===== src/dcache_pkg.sv =====
package dcache_pkg;

  // cache geometry
  localparam int line_bits = 128;
  localparam int off_bits  = 4;                // byte offset within a line
  localparam int idx_bits  = 6;
  localparam int addr_bits = 32;
  localparam int tag_bits  = addr_bits - idx_bits - off_bits;
  localparam int num_ways  = 2;
  localparam int data_bits = 64;
  localparam int num_sets  = 1 << idx_bits;

  typedef struct packed {
    logic [tag_bits-1:0] tag;
    logic [idx_bits-1:0] index;
    logic [off_bits-1:0] offset;
  } addr_t;

  // access size, same encoding as the store select of the data array
  typedef enum logic [1:0] {
    sz_byte  = 2'b00,
    sz_half  = 2'b01,
    sz_word  = 2'b10,
    sz_dword = 2'b11
  } size_e;

  typedef struct packed {
    logic                 is_store;
    size_e                size;
    logic                 is_signed;   // load extension, ignored for stores
    addr_t                addr;
    logic [data_bits-1:0] data;        // store data, right aligned
  } req_t;

  // one cache line, seen at every access width
  typedef union packed {
    logic [15:0][7:0]  bytes;
    logic [7:0][15:0]  halves;
    logic [3:0][31:0]  words;
    logic [1:0][63:0]  dwords;
  } line_u;

  typedef struct packed {
    logic [tag_bits-1:0] tag;
    logic [idx_bits-1:0] index;
  } mem_rd_t;

  typedef struct packed {
    addr_t                addr;
    size_e                size;
    logic [data_bits-1:0] data;
  } mem_wr_t;

  typedef struct packed {
    logic                fill;         // whole line from memory
    logic                store;        // sized merge at offset
    logic [idx_bits-1:0] index;
    logic [tag_bits-1:0] tag;
    size_e               size;
    logic [off_bits-1:0] offset;
    line_u               line;
  } way_wr_t;

  typedef struct packed {
    logic [data_bits-1:0] data;
  } resp_t;

endpackage


===== src/dcache_resp.sv =====
`timescale 1ns/100ps

module dcache_resp (
  input  logic                                        clk,
  input  logic                                        arst_n,
  input  logic                                        done,
  input  dcache_pkg::req_t                            cur_req,
  input  logic [dcache_pkg::num_ways-1:0]             way_hit,
  input  dcache_pkg::line_u [dcache_pkg::num_ways-1:0] way_line,
  output logic                                        resp_valid,
  output dcache_pkg::resp_t                           resp
);

  dcache_pkg::line_u               sel_line;
  logic [7:0]                      ld_byte;
  logic [15:0]                     ld_half;
  logic [31:0]                     ld_word;
  logic [dcache_pkg::data_bits-1:0] ld_data;
  logic                            sgn;

  always_comb begin
    sel_line = '0;
    for (int w = 0; w < dcache_pkg::num_ways; w++) begin
      if (way_hit[w]) sel_line = way_line[w];
    end
  end

  assign sgn     = cur_req.is_signed;
  assign ld_byte = sel_line.bytes[cur_req.addr.offset];
  assign ld_half = sel_line.halves[cur_req.addr.offset[3:1]];
  assign ld_word = sel_line.words[cur_req.addr.offset[3:2]];

  // extend the sized field to 64 bits
  always_comb begin
    unique case (cur_req.size)
      dcache_pkg::sz_byte:  ld_data = {{56{sgn & ld_byte[7]}}, ld_byte};
      dcache_pkg::sz_half:  ld_data = {{48{sgn & ld_half[15]}}, ld_half};
      dcache_pkg::sz_word:  ld_data = {{32{sgn & ld_word[31]}}, ld_word};
      dcache_pkg::sz_dword: ld_data = sel_line.dwords[cur_req.addr.offset[3]];
      default:              ld_data = '0;
    endcase
  end

  always_ff @(posedge clk or negedge arst_n) begin
    if (!arst_n) begin
      resp_valid <= 1'b0;
    end else begin
      resp_valid <= done;                        // one-cycle pulse
    end
  end

  always_ff @(posedge clk) begin
    if (done) begin
      resp.data <= cur_req.is_store ? '0 : ld_data;
    end
  end

endmodule


===== config.mk =====
export PLATFORM = sky130hd
export DESIGN_NAME = dcache_resp
export DESIGN_NICKNAME = d
export VERILOG_FILES = /design/src/dcache_pkg.sv /design/src/dcache_resp.sv
export SDC_FILE = /design/constraint.sdc
export NUM_CORES = 1
export LEC_CHECK = 0
export BUFFER_PORTS_ARGS = -buffer_cell sky130_fd_sc_hd__buf_2
export CAP_MARGIN = 15
export CORE_AREA = 2 2 167 169
export DETAILED_ROUTE_END_ITERATION = 6
export DIE_AREA = 0 0 169 171
export GPL_ROUTABILITY_DRIVEN = 0
export GPL_TIMING_DRIVEN = 0
export PLACE_DENSITY_LB_ADDON = 0.08
export SETUP_SLACK_MARGIN = 0.3
export SLEW_MARGIN = 40
export SYNTH_ARGS = -nofsm -noshare
export SYNTH_HDL_FRONTEND = slang
export SYNTH_SLANG_ARGS = --single-unit
export TNS_END_PERCENT = 10

===== constraint.sdc =====
create_clock -name clk -period 0.8 [get_ports clk]
set_clock_uncertainty 0.15 [all_clocks]
set_input_delay 0.12 -clock clk [delete_from_list [all_inputs] [get_ports clk]]
set_output_delay 0.12 -clock clk [all_outputs]
set_load 0.02 [all_outputs]

==> results.toml, run 1 <==
[power]
p_total_mw = 15.0
powerDensity_mw_per_mm2 = 1260
p_leak_nw = 4.48
irDropWorstVdd_uv = 878

[synth]
ys_types = 61
syn_area_per_cell_sq_um = 9.15
synth_edf_count = 64
syn_area_sq_mm = 0.00753
synth.net_count = 1184
yosysTopAreaCellShare = 0.255
yosys.area.top_type = "edfxtp_1"
synthTopCellsByArea = "edfxtp_1, mux4_2, a22oi_1"
synth-seq-cells = 65
synth_seq_area_share = 0.259
ys_async_sr_fraction = 0.0154
synth_cells = 823
ys_warn_count = 0
synth_ff_type = "edfxtp_1"

[route]
ant_nets = 0
wire_per_inst_um = 29.3
drcViolationCount = 0
vias_per_cell = 6.14
first_pass_iters = 5
routed_wl_mm = 45.3
drt_iter0_drc = 979
vias = 9492

[timing]
clock.fmax_ghz = 0.444
layout_worst_path_cycle_share = 2.82
worstMarginPinSlew_ns = 0.991
maxSlewViolCount = 0
layout_min_cycle_time_ns = 2.25
whs_ns = -0.0609
finalHoldViolations = 23
fin_setup_tns_ns = -105.15
setup_ws_ns = -1.45
setup_viol = 129
slew_headroom = 0.339
rsz0062_at_grt = "yes"

[floorplan]
core_region_area_sq_mm = 0.0273
rows = 61
floorplan.die_area_sq_mm = 0.0289
die_h_um = 171
io_pins = 426
dieWidth_um = 169
start_util = 0.276

[status]
status = "complete, but fails checks"
violations = "negative hold slack, negative setup slack"

[finish]
nFillCells = 2794
final_nets = 1555
syn2layout_area_growth_pct = 57.9
regArea_sq_mm = 0.00195
multi_input_comb_area_sq_mm = 0.00627
drive_above_1_share = 0.593
layout_commonest_cell = "buf_2"
final_core_util = 0.435
final_cell_mix = "buf_2, nor2_1, a22oi_2"

[worst_hold_path]
min_path_type = "in2async"

[clock_network]
cts_inserted_buffers = 9
root_buffer = "clkbuf_16"
htreeDepth = 3
path_clk_slew_ns = 0.05
cts_tree = "done"
clk_path_buf_depth = 2
cts_hold_buf = 1
clock_sinks = 65

[worst_setup_path]
crit_type = "in2reg"
end_kind = "register"
startpoint_type = "input pin"
crit_required_ns = 0.75
cp.arrival_ns = 2.20
cp_max_fo = 10

[global_route]
antenna_found_initial = 1
grt_start_max_net_pins = 44
track_usage = 0.300
gr-total-overflow = 0
first_global_vias = 8961
grt_pass1_wl_mm = 62.7

[place]
portBuffers = 330
place_hpwl_mm = 35.4
pre_cts_ws_ns = -2.25

[flow_run]
drv_cap = 0
cells by family after synthesis:
group	synth area share
mux	0.201
simple gates	0.173
flops	0.259
compound gates	0.301
buf+inv	0.0660
synthesized netlist by cell type (2+ instances only):
master / instances
a22o_1: 5
nor3_1: 39
a31oi_1: 6
nand2_1: 33
o21ai_0: 7
a211oi_1: 88
a21oi_1: 23
o221ai_1: 3
buf_1: 3
buf_6: 3
buf_2: 34
a21boi_0: 2
o211ai_1: 5
mux2_2: 10
edfxtp_1: 64
o22ai_1: 5
nor4_1: 3
and3_1: 6
a32oi_1: 3
o2bb2ai_1: 4
a41oi_1: 2
a2111o_1: 3
and2_1: 32
nand3b_1: 12
nor2_1: 84
nor2b_1: 20
o21a_1: 2
nand2b_1: 4
nand3_1: 16
mux4_2: 47
a22oi_1: 114
nand4_1: 7
a2111oi_0: 6
buf_4: 12
a311oi_1: 3
mux2i_1: 34
clkbuf_1: 44
a32o_1: 2
inv_1: 6
o2111ai_1: 2
a221oi_1: 5
worst max-delay path, cell delays in order:
cell and delay [ns]:
buf_8 0.10, and2b_4 0.33, buf_12 0.19, buf_12 0.16, a22oi_2 0.14, mux4_2 0.50, nor3_2 0.13, nor2_1 0.10
a311oi_4 0.41
through the flow:
step	area, sq um	instances	hold WS [ns]
after floorplan	7840	823	-0.326
after global placement	9920	1499	-0.255
after detailed placement	9970	1500	-0.253
after global routing	11900	1546	-0.0595
after CTS	11300	1527	-0.0644
final	11900	1546	-0.0609
how the worst max path moves through the flow:
stage | cells after the start | to | from
finish | 9 | resp[4] | way_hit[1]
global route | 11 | resp[13] | way_hit[0]
CTS | 8 | resp[4] | way_hit[1]
detailed placement | 8 | resp[42] | cur_req[67]
global placement | 8 | resp[4] | cur_req[97]
floorplan | 8 | resp[41] | way_hit[1]
report_power, final:
part / switching, mW / internal (mW)
Sequential: 0.0825 / 4.11
Clock: 1.47 / 2.08
Combinational: 4.28 / 3.01
Total: 5.83 / 9.20
final cells by class:
class                   count  share of cell area
diodes                      1            0.000210
plain buffers              96              0.0723
clock buffers               9              0.0189
clock inverters             7             0.00400
inverters                   7             0.00221
multi-input cells         655               0.527
flip-flops and latches     65               0.164
well taps                 346              0.0364
repair buffers            360               0.175
state kept, by name (all words and copies together) (netlist names):
| name | flops |
|---|---|
| resp | 64 |
| resp_valid | 1 |
per-layer routing:
metal  up-vias  track usage  routed length [um]
met5         -            0                   0
met4         0       0.0899                1940
met2       635        0.499               20900
li1       4088            -                   -
met1      4671        0.400               18100
met3        98       0.0534                4410
timing repair:
item | in CTS | in global routing
gates cloned | 2 | 5
buffers inserted | 8 | 13
endpoints found under the hold margin | 23 | 23
pin swaps | 19 | 21
gates resized for setup | 221 | 69
setup endpoints to repair | 194 | 171
Note: power is estimated with default switching activity, not from simulation.
==> run 2, diff against run 1 <==
--- a/config.mk
+++ b/config.mk
@@ -7,9 +7,9 @@
 export LEC_CHECK = 0
 export BUFFER_PORTS_ARGS = -buffer_cell sky130_fd_sc_hd__buf_2
 export CAP_MARGIN = 15
-export CORE_AREA = 2 2 167 169
+export CORE_AREA = 2 2 163 165
 export DETAILED_ROUTE_END_ITERATION = 6
-export DIE_AREA = 0 0 169 171
+export DIE_AREA = 0 0 165 167
 export GPL_ROUTABILITY_DRIVEN = 0
 export GPL_TIMING_DRIVEN = 0
 export PLACE_DENSITY_LB_ADDON = 0.08
==> results.toml, run 2 (same netlist as run 1, synthesis figures left out) <==
[floorplan]
io_pins = 426
die_h_um = 167
core_region_area_sq_mm = 0.0258
floorplan.die_area_sq_mm = 0.0276
dieWidth_um = 165
rows = 59
start_util = 0.292

[timing]
clock.fmax_ghz = 0.440
setup_ws_ns = -1.48
finalHoldViolations = 19
worstMarginPinSlew_ns = 1.18
maxSlewViolCount = 0
rsz0062_at_grt = "yes"
whs_ns = -0.0684
layout_worst_path_cycle_share = 2.84
slew_headroom = 0.211
layout_min_cycle_time_ns = 2.28
setup_viol = 129

[global_route]
grt_start_max_net_pins = 48
antenna_found_initial = 0
first_global_vias = 9083
grt_pass1_wl_mm = 61.6
track_usage = 0.307
gr-total-overflow = 0

[place]
place_hpwl_mm = 34.5
placed_cells = 1489
portBuffers = 330
place_area_sq_mm = 0.00993

[status]
violations = "negative hold slack, negative setup slack"
status = "complete, but fails checks"

[route]
vias = 9437
vias_per_cell = 6.15
first_pass_iters = 5
routed_wl_mm = 43.9
ant_nets = 0
drcViolationCount = 0
wire_per_inst_um = 28.6
drt_iter0_drc = 909

[worst_setup_path]
cp_max_fo = 10
crit_type = "in2reg"
startpoint_type = "input pin"
end_kind = "register"
cp.arrival_ns = 2.22
crit_required_ns = 0.74

[finish]
regMostFlops = "resp"
top_regs = "resp x64, resp_valid x1"
final_nets = 1556
instances_no_fill = 1535
final_core_util = 0.466
drive_above_1_share = 0.611
diodes = 0
final_cell_mix = "buf_2, a22oi_2, nor2_1"
syn2layout_area_growth_pct = 59.3
final_area_sq_mm = 0.0120
layout_commonest_cell = "buf_2"
largest_reg_flops = 64

[clock_network]
cts_hold_buf = 1
cts_tree = "done"
clock_sinks = 65
htreeDepth = 3
clk_path_buf_depth = 2
root_buffer = "clkbuf_16"
cts_inserted_buffers = 9
path_clk_slew_ns = 0.06

[worst_hold_path]
hold_end = "resp[19]"
hp-start = "done"
min_delay_path_depth = 1
min_path_type = "in2reg"

[power]
p_total_mw = 16.0
irDropWorstVdd_uv = 950
powerDensity_mw_per_mm2 = 1330
p_leak_nw = 4.51

[flow_run]
drv_cap = 0
[run 2: cell count changes in the layout (fill, tap and decap cells not counted), moves of 4 or more]
cell	delta
clkbuf_4	-4
a211oi_2	+4
a211oi_1	-6
a22oi_1	-10
a22oi_2	+10
buf_6	-5
buf_4	+6
[run 2: final cells by class]
class	count	area, sq um
Fill cell	2513	13800
Clock buffer	10	229
Timing Repair Buffer	361	2090
Sequential cell	65	1950
Clock inverter	6	108
Multi-Input combinational cell	655	6340
Tap cell	335	419
Buffer	96	827
Inverter	7	26.3
[run 2: report_power, final]
group	internal (mW)	leakage [nW]	switching, mW	total (mW)
logic	3.03	3.72	4.28	7.31
registers	4.11	0.624	0.0833	4.20
clock network	3.03	0.162	1.42	4.45
[run 2: worst max-delay path by stage]
stage | to | start | slack (ns)
2_1_floorplan | resp[41] | way_hit[1] | -1.22
3_3_place_gp | resp[4] | cur_req[97] | -2.38
3_5_place_dp | resp[4] | cur_req[97] | -2.43
4_1_cts | resp[4] | way_hit[1] | -1.40
5_1_grt | resp[44] | way_hit[1] | -1.47
6_report | resp[4] | way_hit[1] | -1.48
[run 2: per-stage QoR]
stage               worst slack, ns  TNS (ns)  hold WS, ns
floorplan                     -1.22    -72.60       -0.326
global placement              -2.38   -187.18       -0.255
detailed placement            -2.43   -141.15       -0.254
CTS                           -1.40   -102.72      -0.0781
global route                  -1.47   -112.96      -0.0661
finish                        -1.48   -109.62      -0.0684
[run 2: worst max-delay path, cell delays in order]
cell	delay [ns]
buf_8	0.10
and2b_4	0.28
buf_12	0.13
buf_12	0.14
buf_8	0.16
a22oi_2	0.11
mux4_2	0.48
o2111a_1	0.28
a311oi_4	0.39
[run 2: what timing repair did]
| action | in CTS | in global routing |
|---|---|---|
| pin swaps | 22 | 23 |
| endpoints found under the setup margin | 194 | 176 |
| buffers inserted | 13 | 9 |
| resized for setup | 225 | 83 |
| cloned | 3 | 4 |
| hold endpoints to repair | 19 | 19 |
[run 2: metal layers]
metal	GRT usage	routed length, um
met1	0.421	17400
met2	0.491	20300
met3	0.0518	4460
met4	0.0964	1750
met5	0	0
