**src/dcache_pkg.sv**
```systemverilog
package dcache_pkg;

  // cache geometry
  localparam int line_bits = 128;
  localparam int off_bits  = 4;                // byte offset within a line
  localparam int idx_bits  = 6;
  localparam int addr_bits = 32;
  localparam int tag_bits  = addr_bits - idx_bits - off_bits;
  localparam int num_ways  = 2;
  localparam int data_bits = 64;
  localparam int num_sets  = 1 << idx_bits;

  typedef struct packed {
    logic [tag_bits-1:0] tag;
    logic [idx_bits-1:0] index;
    logic [off_bits-1:0] offset;
  } addr_t;

  // access size, same encoding as the store select of the data array
  typedef enum logic [1:0] {
    sz_byte  = 2'b00,
    sz_half  = 2'b01,
    sz_word  = 2'b10,
    sz_dword = 2'b11
  } size_e;

  typedef struct packed {
    logic                 is_store;
    size_e                size;
    logic                 is_signed;   // load extension, ignored for stores
    addr_t                addr;
    logic [data_bits-1:0] data;        // store data, right aligned
  } req_t;

  // one cache line, seen at every access width
  typedef union packed {
    logic [15:0][7:0]  bytes;
    logic [7:0][15:0]  halves;
    logic [3:0][31:0]  words;
    logic [1:0][63:0]  dwords;
  } line_u;

  typedef struct packed {
    logic [tag_bits-1:0] tag;
    logic [idx_bits-1:0] index;
  } mem_rd_t;

  typedef struct packed {
    addr_t                addr;
    size_e                size;
    logic [data_bits-1:0] data;
  } mem_wr_t;

  typedef struct packed {
    logic                fill;         // whole line from memory
    logic                store;        // sized merge at offset
    logic [idx_bits-1:0] index;
    logic [tag_bits-1:0] tag;
    size_e               size;
    logic [off_bits-1:0] offset;
    line_u               line;
  } way_wr_t;

  typedef struct packed {
    logic [data_bits-1:0] data;
  } resp_t;

endpackage

```
**src/dcache_ctrl.sv**
```systemverilog
`timescale 1ns/100ps

module dcache_ctrl (
  input  logic                              clk,
  input  logic                              arst_n,
  input  logic                              req_valid,
  input  dcache_pkg::req_t                  req,
  output logic                              req_ready,
  input  logic [dcache_pkg::num_ways-1:0]   way_hit,
  output logic [dcache_pkg::idx_bits-1:0]   rd_index,
  output logic [dcache_pkg::tag_bits-1:0]   rd_tag,
  output dcache_pkg::way_wr_t               way_wr,
  output logic [dcache_pkg::num_ways-1:0]   way_sel,
  output logic                              mem_rd_valid,
  input  logic                              mem_rd_ready,
  output dcache_pkg::mem_rd_t               mem_rd,
  input  logic                              mem_line_valid,
  input  dcache_pkg::line_u                 mem_line,
  output logic                              mem_wr_valid,
  input  logic                              mem_wr_ready,
  output dcache_pkg::mem_wr_t               mem_wr,
  output logic                              done,
  output dcache_pkg::req_t                  cur_req
);

  typedef enum logic [2:0] {
    st_idle,
    st_lookup,
    st_miss_req,
    st_miss_wait,
    st_store_wr,
    st_finish
  } state_e;

  state_e                          state, state_nxt;
  logic [dcache_pkg::num_sets-1:0] lru;       // way to replace next
  logic                            any_hit;
  logic                            hit_way;
  logic                            fill_way;
  logic                            fill_en;
  logic                            store_en;

  assign req_ready = (state == st_idle);
  assign rd_index  = cur_req.addr.index;
  assign rd_tag    = cur_req.addr.tag;
  assign any_hit   = |way_hit;
  assign fill_way  = lru[cur_req.addr.index];

  always_comb begin
    hit_way = 1'b0;
    for (int w = 0; w < dcache_pkg::num_ways; w++) begin
      if (way_hit[w]) begin
        hit_way = 1'(w);
      end
    end
  end

  always_ff @(posedge clk) begin
    if (req_valid && req_ready) begin
      cur_req <= req;
    end
  end

  always_comb begin
    state_nxt    = state;
    done         = 1'b0;
    store_en     = 1'b0;
    fill_en      = 1'b0;
    mem_rd_valid = 1'b0;
    mem_wr_valid = 1'b0;
    unique case (state)
      st_idle: begin
        if (req_valid) state_nxt = st_lookup;
      end
      st_lookup: begin
        if (cur_req.is_store) begin
          store_en     = any_hit;                // write through, no allocate
          mem_wr_valid = 1'b1;
          done         = mem_wr_ready;
          state_nxt    = mem_wr_ready ? st_finish : st_store_wr;
        end else if (any_hit) begin
          done      = 1'b1;
          state_nxt = st_finish;
        end else begin
          mem_rd_valid = 1'b1;
          state_nxt    = mem_rd_ready ? st_miss_wait : st_miss_req;
        end
      end
      st_miss_req: begin
        mem_rd_valid = 1'b1;
        if (mem_rd_ready) state_nxt = st_miss_wait;
      end
      st_miss_wait: begin
        fill_en = mem_line_valid;
        if (mem_line_valid) state_nxt = st_lookup;  // re-read after refill
      end
      st_store_wr: begin
        mem_wr_valid = 1'b1;
        done         = mem_wr_ready;
        if (mem_wr_ready) state_nxt = st_finish;
      end
      st_finish: begin
        state_nxt = st_idle;                     // resp_valid is high here
      end
      default: begin
        state_nxt = st_idle;
      end
    endcase
  end

  always_ff @(posedge clk or negedge arst_n) begin
    if (!arst_n) begin
      state <= st_idle;
    end else begin
      state <= state_nxt;
    end
  end

  always_ff @(posedge clk or negedge arst_n) begin
    if (!arst_n) begin
      lru <= '0;
    end else if (fill_en) begin
      lru[cur_req.addr.index] <= ~fill_way;
    end else if (state == st_lookup && any_hit) begin
      lru[cur_req.addr.index] <= ~hit_way;
    end
  end

  always_comb begin
    way_wr.fill   = fill_en;
    way_wr.store  = store_en;
    way_wr.index  = cur_req.addr.index;
    way_wr.tag    = cur_req.addr.tag;
    way_wr.size   = cur_req.size;
    way_wr.offset = cur_req.addr.offset;
    if (fill_en) begin
      way_wr.line = mem_line;
    end else begin
      way_wr.line.dwords[1] = '0;
      way_wr.line.dwords[0] = cur_req.data;
    end
    for (int w = 0; w < dcache_pkg::num_ways; w++) begin
      way_sel[w] = fill_en ? (fill_way == 1'(w)) : (store_en & way_hit[w]);
    end
  end

  assign mem_rd.tag   = cur_req.addr.tag;
  assign mem_rd.index = cur_req.addr.index;
  assign mem_wr.addr  = cur_req.addr;
  assign mem_wr.size  = cur_req.size;
  assign mem_wr.data  = cur_req.data;

endmodule

```
**config.mk**
```make
export PLATFORM = sky130hd
export DESIGN_NAME = dcache_ctrl
export DESIGN_NICKNAME = d
export VERILOG_FILES = /design/src/dcache_pkg.sv /design/src/dcache_ctrl.sv
export SDC_FILE = /design/constraint.sdc
export NUM_CORES = 1
export LEC_CHECK = 0
export BUFFER_PORTS_ARGS = -buffer_cell sky130_fd_sc_hd__buf_2
export CORE_AREA = 2 2 258 260
export CTS_CLUSTER_DIAMETER = 60
export CTS_CLUSTER_SIZE = 8
export DETAILED_ROUTE_END_ITERATION = 10
export DIE_AREA = 0 0 260 262
export GPL_TIMING_DRIVEN = 0
export PLACE_DENSITY_LB_ADDON = 0.2
export SLEW_MARGIN = 0
export SYNTH_ARGS = -nofsm -noshare
export SYNTH_HDL_FRONTEND = slang
export SYNTH_SLANG_ARGS = --single-unit
```
**constraint.sdc**
```tcl
create_clock -name clk -period 15.18 [get_ports clk]
set_input_delay 3.795 -clock clk [delete_from_list [all_inputs] [get_ports clk]]
set_output_delay 3.795 -clock clk [all_outputs]
set_load 0.1 [all_outputs]
```
==> key figures, run 1 <==
Status
  • Status: completed

Drt
  • Vias/cell: 3.81
  • Post-detailed-routing wire length: 50800 microns
  • Total iterations of the first detailed-routing run: 5
  • DR vias: roughly 10000
  • Initial DRC Count: 560
  • Routed WL per cell: between 15 and 20 microns
  • Final ANT Viol Nets: 0
  • # DRC: 0

STA
  • Max-slew violations: 0
  • Worst hold slack: 0.489 ns
  • Crit path time final: 10.70 ns
  • Endpoints failing setup: 0
  • TNS Setup: 0 ns
  • Clock skew: 0.0202 ns
  • Worst-margin pin slew: about 1 ns
  • Part of the cycle the worst path needs: 70.5%
  • Post-route setup slack: 4.48 ns
  • Max frequency: between 90 and 100 MHz
  • RSZ-0062 raised after global routing: false
  • Hold Vio Cnt, Final: 0
  • Rel. slew slack: 31.6%

GRT
  • Tot GR Track Use: 14.1%
  • Number of global-route vias before repair: 9724
  • Grt ovf: 0
  • Initial antenna violation count: 3
  • First-pass GRT wire length: 68900 microns
  • Largest net degree at the start of global routing: 39

Layout
  • Layout cell share with drive strength beyond 1: 54.8%
  • Register area: 4680 sq um
  • Antenna diodes: 0
  • Final net count: roughly 2000
  • Final instance area: 15200 sq um
  • Fill count: 7273
  • Cell Count, Final, Fillers Out: 2647
  • Multi-input logic area: 3680 sq um
  • Area delta synth->final: 50.3%

Placement
  • Post-DP HPWL: 40600 microns
  • Gpl congestion: between 0.8 and 0.9
  • Placed cells: approximately 2600
  • Placed Area: about 15000 sq um
  • Port bufs: 659
  • Dpl ws: 4.36 ns

Synthesis
  • Syn Inst Count: 1076
  • Yosys cell types: 53
  • Synthesis Warnings: 0
  • Most common cell in the netlist: nand2_1
  • Synthesis-stage register bit count: 167
  • Post-synth top cells: 331 x nand2_1, 191 x buf_4, 100 x edfxtp_1
  • Top_reg_cell synth: edfxtp_1
  • Sequential share of the synthesized area: 46.1%
  • Top cell type's share of synthesized area: 29.6%
  • Mapped Area: 10100 sq um
  • Leading area contributor after synthesis: edfxtp_1
  • Synth async-reset ratio: 40.1%
  • Top cells by area, synth: edfxtp_1 30%, dfrtp_1 17%, buf_4 14%, nand2_1 12%, mux2i_1 7.8%
  • Avg Synthesized Cell Area: approximately 9.4 sq um
  • Post-synth EDFFs: 100
  • Syn nets: 1312

Critical path
  • Max FO, Critical Path: 10
  • WP buf/inv: 6
  • Reg2reg start: state[1]
  • Worst EP required: 11.39 ns
  • Critical Path Source Type: primary input
  • Max incr delay on CP: 0.61 ns
  • Critical path's top delay family: buffers and inverters
  • Critical path class: in -> out
  • R2r setup slk: approximately 11 ns
  • Worst Setup End Kind: primary output
  • Crit path cell chain: buf_2, and2_1, clkbuf_1, nand2_1, inv_1, clkbuf_1, clkbuf_1, nand2_1, nand2_1, buf_2
  • Worst endpoint data arrival time: 6.91 ns
  • Worst Reg-to-Reg Cells: 14
  • RR Endpoint: rd_index[5]
  • Slowest cell on crit path: clkbuf_1

Floorplan
  • Io pins: 660
  • Core area: 65300 sq um
  • Die X: approximately 260 microns
  • Initial core utilization: 15.5%
  • DIE AREA: 68100 sq um
  • Floorplan row count: 94
  • Die Ht: 262 microns

Clocking
  • CTS tree: yes
  • Clock Sinks: 167
  • Root buf cell: clkbuf_16
  • Post-cts hold buffer count: 0
  • Post-CTS resize count: 0
  • Skew-Pair Late Insertion Delay: 0.49 ns
  • Post CTS Setup Buffer Count: 0
  • Max Buffers Root-to-Sink: 2
  • Clock transition at path regs: 0.09 ns
  • Htree depth: 4
  • CTS buffer count: 17

Worst hold path
  • Hold_sp: lru[45]
  • Hold path cells: 2
  • Worst min path class: reg -> reg
  • Min-Delay Endpoint: lru[45]

Pwr
  • VDD IR-drop max: between 0.15 and 0.2 mV
  • Pwr dens: between 200 and 250 nW/um^2
  • Leakage: 8.28 nW

Run
  • Max Cap Viol: 0
## state kept, by name, summed over array words and instances, names as in the netlist
| name | count |
|---|---|
| cur_req | 72 |
| rd_tag | 22 |
| lru | 64 |
| state | 3 |
| rd_index | 6 |
## kinds of logic after synthesis
kind of cell	count (synthesis)	share of synthesized area (%)
muxes	85	9.09
buffers and inverters	269	17.7
AOI/OAI and AO/OA	80	6.37
and+or+nand+nor	475	20.7
DFF	167	46.1
## per-layer routing
layer  part of all wire (%)  vias to the layer above  GRT usage, %
met5                  0.073                        -             0
met4                    1.4                        6          3.77
met3                    9.0                       43          5.56
met2                     48                      418          22.7
met1                     42                     4807          17.6
li1                       -                     4820             -
## worst reg2reg max path: stages, from the launching register on
cell	delay, ns
dfrtp_1	0.41
clkbuf_1	0.23
nor4b_2	0.62
buf_4	0.27
buf_4	0.19
buf_4	0.20
buf_4	0.21
buf_6	0.16
buf_4	0.16
buf_4	0.18
buf_4	0.21
buf_4	0.18
buf_4	0.19
buf_4	0.20
buf_4	0.19
## worst max path at each step
| stage | start | end | slack (ns) | cells past startpoint |
|---|---|---|---|---|
| global route | mem_line_valid | way_wr[23] | 4.16 | 10 |
| CTS | mem_line_valid | way_wr[15] | 4.35 | 10 |
| floorplan | req_valid | cur_req[0] | 0.48 | 1 |
| finish | mem_line_valid | way_wr[16] | 4.48 | 10 |
| global placement | req_valid | rd_tag[5] | -6.41 | 2 |
| detailed placement | mem_line_valid | way_wr[15] | 4.36 | 10 |
## report_power, final
| group | switching, mW | internal, mW |
|---|---|---|
| clock network | 0.229 | 0.226 |
| registers | 0.0977 | 0.599 |
| logic | 1.63 | 0.352 |
| total | 1.96 | 1.18 |
## placed cells by master, fill, tap and decap left out, types with 3 or more instances in the layout
master	n
nor2b_1	5
o22ai_1	6
dfrtp_1	67
mux4_2	4
inv_4	3
nand2b_1	3
and3_1	69
nand3_1	23
buf_6	7
nor3_1	4
mux2i_1	79
and2_1	3
nand3b_1	5
o21ai_0	5
clkbuf_16	18
inv_6	4
inv_1	8
or2_2	3
nor2_1	17
buf_1	8
buf_4	206
clkbuf_1	41
buf_2	674
o21ai_2	40
nand2_1	331
edfxtp_1	100
a21oi_1	7
## per-stage QoR
| step | total power, mW | util (%) |
|---|---|---|
| detailed placement | 2.71 | 22.5 |
| global placement | 2.72 | 22.2 |
| CTS | 3.18 | 23.4 |
| floorplan | 2.34 | - |
| global route | 3.26 | 23.4 |
| finish | 3.14 | 23.4 |
## area by class of cell
class	instances	share of cell area, %
multi-input combinational	640	24.1
tap	864	7.09
inverter	7	0.172
sequential	167	30.7
timing repair buffer	675	22.5
buffer	262	11.6
clock inverter	14	0.853
clock buffer	18	2.95
Power figures use the tool's default switching activity.
==> run 2: changes to the inputs <==
clock period = 9.75 ns   (was 15.18 ns; I/O delays follow)
==> key figures, run 2 (same netlist as run 1, synthesis figures left out) <==
Status
  • Status: completed

Pwr
  • VDD IR-drop max: 0.244 mV
  • Total power draw: 4.88 mW
  • Leakage: 8.24 nW
  • Pwr dens: about 320 nW/um^2

Drt
  • DR vias: 10055
  • Initial DRC Count: 594
  • Final ANT Viol Nets: 0
  • Post-detailed-routing wire length: 50600 microns
  • # DRC: 0
  • Vias/cell: approximately 3.8
  • Total iterations of the first detailed-routing run: 5
  • Routed WL per cell: 19.1 microns

Clocking
  • CTS tree: yes
  • Clock transition at path regs: 0.08 ns
  • Post-CTS resize count: 0
  • Max Buffers Root-to-Sink: 2
  • CTS buffer count: 17
  • Clock Sinks: 167
  • Root buf cell: clkbuf_16
  • Post CTS Setup Buffer Count: 0
  • Skew-Pair Late Insertion Delay: 0.49 ns
  • Htree depth: 4
  • Post-cts hold buffer count: 0

Critical path
  • Crit path cell chain: buf_2, and2_1, clkbuf_1, nand2_1, inv_1, clkbuf_1, buf_1, nand2_1, nand2_1, buf_2
  • WP buf/inv: 6
  • Worst endpoint data arrival time: 5.53 ns
  • Critical path's top delay family: buffers and inverters
  • Critical Path Source Type: primary input
  • Critical path class: in -> out
  • Worst Setup End Kind: primary output
  • Slowest cell on crit path: buf_1
  • Worst EP required: 7.31 ns
  • Max FO, Critical Path: 10
  • Cell mode on critical path: nand2_1
  • Max incr delay on CP: 0.57 ns

Floorplan
  • Floorplan row count: 94
  • Initial core utilization: 15.5%
  • Die X: 260 microns
  • Io pins: 660
  • DIE AREA: 68100 sq um
  • Core area: 65300 sq um
  • Die Ht: 262 microns

STA
  • Part of the cycle the worst path needs: 81.7%
  • Max-slew violations: 0
  • Clock skew: 0.0186 ns
  • Crit path time final: 7.97 ns
  • Endpoints failing setup: 0
  • Hold Vio Cnt, Final: 0
  • Worst-margin pin slew: roughly 1.1 ns
  • Max frequency: 125 MHz
  • TNS Setup: 0 ns
  • RSZ-0062 raised after global routing: false
  • Post-route setup slack: roughly 1.8 ns
  • Rel. slew slack: 26.7%

Layout
  • Max FFs per register: 72
  • Layout cell share with drive strength beyond 1: between 50% and 60%
  • Register area: around 4700 sq um
  • Most frequent cells in the layout: 674 x buf_2, 331 x nand2_1, 192 x buf_4
  • Cell Count, Final, Fillers Out: 2643
  • Multi-input logic area: between 3000 and 4000 sq um
  • Area delta synth->final: 50.5%
  • Commonest non-fill, non-tap cell in the layout: buf_2
  • Largest Register: cur_req
  • Final net count: 2000
  • Fill count: just over 7000
  • Final instance area: 15300 sq um

Placement
  • Placed Area: between 10000 and 15000 sq um
  • Port bufs: 659
  • Placed cells: 2609
  • Dpl ws: 1.71 ns
  • Gpl congestion: 0.863
  • Post-DP HPWL: ~40000 microns

Run
  • Max Cap Viol: 0

GRT
  • Grt ovf: 0
  • Number of global-route vias before repair: 9756
  • Largest net degree at the start of global routing: 45
  • First-pass GRT wire length: approximately 69000 microns
  • Tot GR Track Use: 14.1%
  • Initial antenna violation count: 10

Worst hold path
  • Worst min path class: reg -> reg
==> run 2: worst register-to-register path: cells and delay by family, from the launching register on <==
kind | cells | cell delay [ns]
buffers and inverters | 2 | 1.15
AND/OR/NAND/NOR | 4 | 1.24
multiplexers | 1 | 0.20
flip-flops | 1 | 0.72
==> run 2: routing by layer <==
layer	global-route usage (%)	vias to the layer above	wire length, microns
met1	18.1	4753	21000
met3	5.46	46	4960
met5	0	-	51
met2	22.0	446	23700
met4	4.13	8	803
li1	-	4802	-
==> run 2: final cells by class <==
cell class,instances,share of cell area [%]
Sequential cell,167,30.7
Multi-Input combinational cell,640,24.2
Timing Repair Buffer,669,22.5
Buffer,262,11.6
Tap cell,864,7.08
Clock buffer,17,2.79
Clock inverter,15,1.05
Inverter,7,0.172
Antenna cell,2,0.0328
==> run 2: where the power goes <==
part           total, mW  switching, mW  internal, mW
clock network      0.704          0.363         0.342
registers           1.09          0.152         0.933
logic               3.09           2.54         0.548
==> run 2: final timing paths <==
| check | start | end | slack [ns] | cells after the start |
|---|---|---|---|---|
| max | mem_line_valid | way_wr[13] | 1.78 | 10 |
| min reg2reg | lru[52] | lru[52] | 0.49 | 2 |
| max reg2reg | rd_index[0] | lru[51] | 6.33 | 7 |
| min | lru[52] | lru[52] | 0.49 | 2 |
| max in group asynchronous | arst_n | lru[37] | 7.32 | 2 |
| min in group asynchronous | arst_n | lru[45] | 1.85 | 1 |
==> run 2: through the flow <==
stage | hold WS [ns] | util [%]
floorplan | 0.451 | -
global placement | 0.470 | 22.3
detailed placement | 0.474 | 22.5
CTS | 0.494 | 23.4
global route | 0.517 | 23.4
finish | 0.489 | 23.4
==> run 3: changes to the inputs <==
clock period = 7.37 ns   (was 9.75 ns; I/O delays follow)
==> key figures, run 3 (same netlist as run 1, synthesis figures left out) <==
Placement
  • Gpl congestion: 0.853
  • Port bufs: about 660
  • Post-DP HPWL: 40300 microns

Worst hold path
  • Worst min path class: reg -> reg
  • Hold_sp: lru[41]
  • Hold path cells: 2
  • Min-Delay Endpoint: lru[41]

Drt
  • # DRC: 0
  • Vias/cell: 3.83
  • Routed WL per cell: 19.3 microns
  • Post-detailed-routing wire length: ~51000 microns
  • Initial DRC Count: 569
  • Total iterations of the first detailed-routing run: 4
  • Final ANT Viol Nets: 0
  • DR vias: 10104

GRT
  • Grt ovf: 0
  • Number of global-route vias before repair: 9698
  • Initial antenna violation count: 8
  • Tot GR Track Use: 14.1%
  • Largest net degree at the start of global routing: between 50 and 60
  • First-pass GRT wire length: 68600 microns

Layout
  • Commonest non-fill, non-tap cell in the layout: buf_2
  • Max FFs per register: 72
  • Final net count: 1999
  • Area delta synth->final: 50.4%
  • Core Util, Final: a little under a quarter
  • Layout cell share with drive strength beyond 1: 54.7%
  • Most frequent cells in the layout: 674 x buf_2, 331 x nand2_1, 192 x buf_4
  • Largest Register: cur_req

Pwr
  • Reg power frac: between 20% and 30%
  • Pwr dens: 424 nW/um^2
  • NetSw: 4.05 mW
  • Total power draw: 6.46 mW
  • Internal power: ~2.4 mW
  • Leakage: 8.25 nW
  • Comb power frac: 63.4%
  • VDD IR-drop max: 0.309 mV
  • Switching share of power: 62.7%
  • Clk pwr share: 14.4%

STA
  • Crit path time final: 6.90 ns
  • TNS Setup: 0 ns
  • Max frequency: 145 MHz
  • Max-slew violations: 0
  • Endpoints failing setup: 0
  • Hold Vio Cnt, Final: 0
  • Rel. slew slack: 17.9%
  • RSZ-0062 raised after global routing: false
  • Part of the cycle the worst path needs: 93.6%
  • Clock skew: ~0.021 ns
  • Worst-margin pin slew: 1.23 ns

Clocking
  • Post-CTS resize count: 0
  • Root buf cell: clkbuf_16
  • CTS tree: yes
  • CTS buffer count: 17
  • Skew-Pair Late Insertion Delay: 0.50 ns
  • Post-cts hold buffer count: 0
  • Clock transition at path regs: approximately 0.07 ns
  • Clock Sinks: 167
  • Max Buffers Root-to-Sink: 2
  • Post CTS Setup Buffer Count: 0
  • Htree depth: 4

Critical path
  • Worst Reg-to-Reg Cells: 7
  • Reg2reg start: rd_index[0]
  • Critical path class: in -> out
  • Worst Setup End Kind: primary output
  • RR Endpoint: lru[43]
  • Worst EP required: between 5 and 6 ns
  • R2r setup slk: 3.96 ns
  • Max FO, Critical Path: 10
  • Critical Path Source Type: primary input
  • Worst endpoint data arrival time: 5.06 ns

Run
  • Max Cap Viol: 0

Floorplan
  • DIE AREA: 68100 sq um
  • Initial core utilization: between 10% and 20%
  • Floorplan row count: 94
  • Die Ht: 262 microns
  • Core area: 65300 sq um
  • Die X: between 200 and 300 microns
  • Io pins: 660

Status
  • Status: completed
==> run 3: cell types whose count changed in the layout (fill, tap and decap cells not counted), sizes merged <==
cell      delta
buf          -1
clkinv       +3
clkinvlp     -2
diode        -1
inv          -1
==> run 3: power groups by stage <==
stage | combinational (mW) | clock (mW) | sequential (mW)
finish | 4.10 | 0.930 | 1.44
global route | 4.24 | 0.994 | 1.47
CTS | 4.11 | 0.970 | 1.44
detailed placement | 4.11 | 0 | 1.46
global placement | 4.06 | 0 | 1.48
floorplan | 2.73 | 0 | 2.07
==> run 3: critical path, stage by stage <==
cell	delay [ns]
buf_2	0.11
and2_1	0.15
clkbuf_1	0.25
nand2_1	0.45
clkbuf_1	0.53
clkbuf_1	0.89
nand2_1	0.17
nand2_1	0.19
buf_2	0.45
==> run 3: layout make-up <==
class | count | area, sq um
Buffer | 262 | 1770
Clock inverter | 15 | 155
Sequential cell | 167 | 4680
Timing Repair Buffer | 668 | 3430
Multi-Input combinational cell | 640 | 3690
Tap cell | 864 | 1080
Inverter | 7 | 26.3
Fill cell | 7262 | 50000
Clock buffer | 17 | 425
Antenna cell | 1 | 2.50
==> run 3: worst max-delay path by stage <==
stage | slack (ns) | end | from | depth (start not counted)
floorplan | 1.83 | way_wr[0] | mem_line_valid | 8
global placement | -0.38 | rd_tag[7] | req_valid | 2
detailed placement | 0.37 | way_wr[32] | mem_line_valid | 9
CTS | 0.37 | way_wr[32] | mem_line_valid | 9
global route | 0.25 | way_wr[32] | mem_line_valid | 9
finish | 0.47 | way_wr[29] | mem_line_valid | 9
==> run 3: routing by layer <==
metal	up-vias	part of all wire [%]	track usage (%)	routed length [microns]
met5	-	0.11	0	57
met4	8	2.0	4.20	1010
li1	4796	-	-	-
met3	60	9.8	6.16	4980
met1	4810	42	17.9	21300
met2	430	46	21.7	23500
==> run 3: through the flow <==
stage | setup slack, ns | std cells | hold slack [ns] | cell area (sq um)
detailed placement | 0.375 | 2608 | 0.477 | 14700
finish | 0.468 | 2641 | 0.488 | 15300
global route | 0.248 | 2641 | 0.511 | 15300
CTS | 0.371 | 2640 | 0.493 | 15200
floorplan | 1.83 | 1076 | 0.451 | 10200
global placement | -0.384 | 2599 | 0.469 | 14500
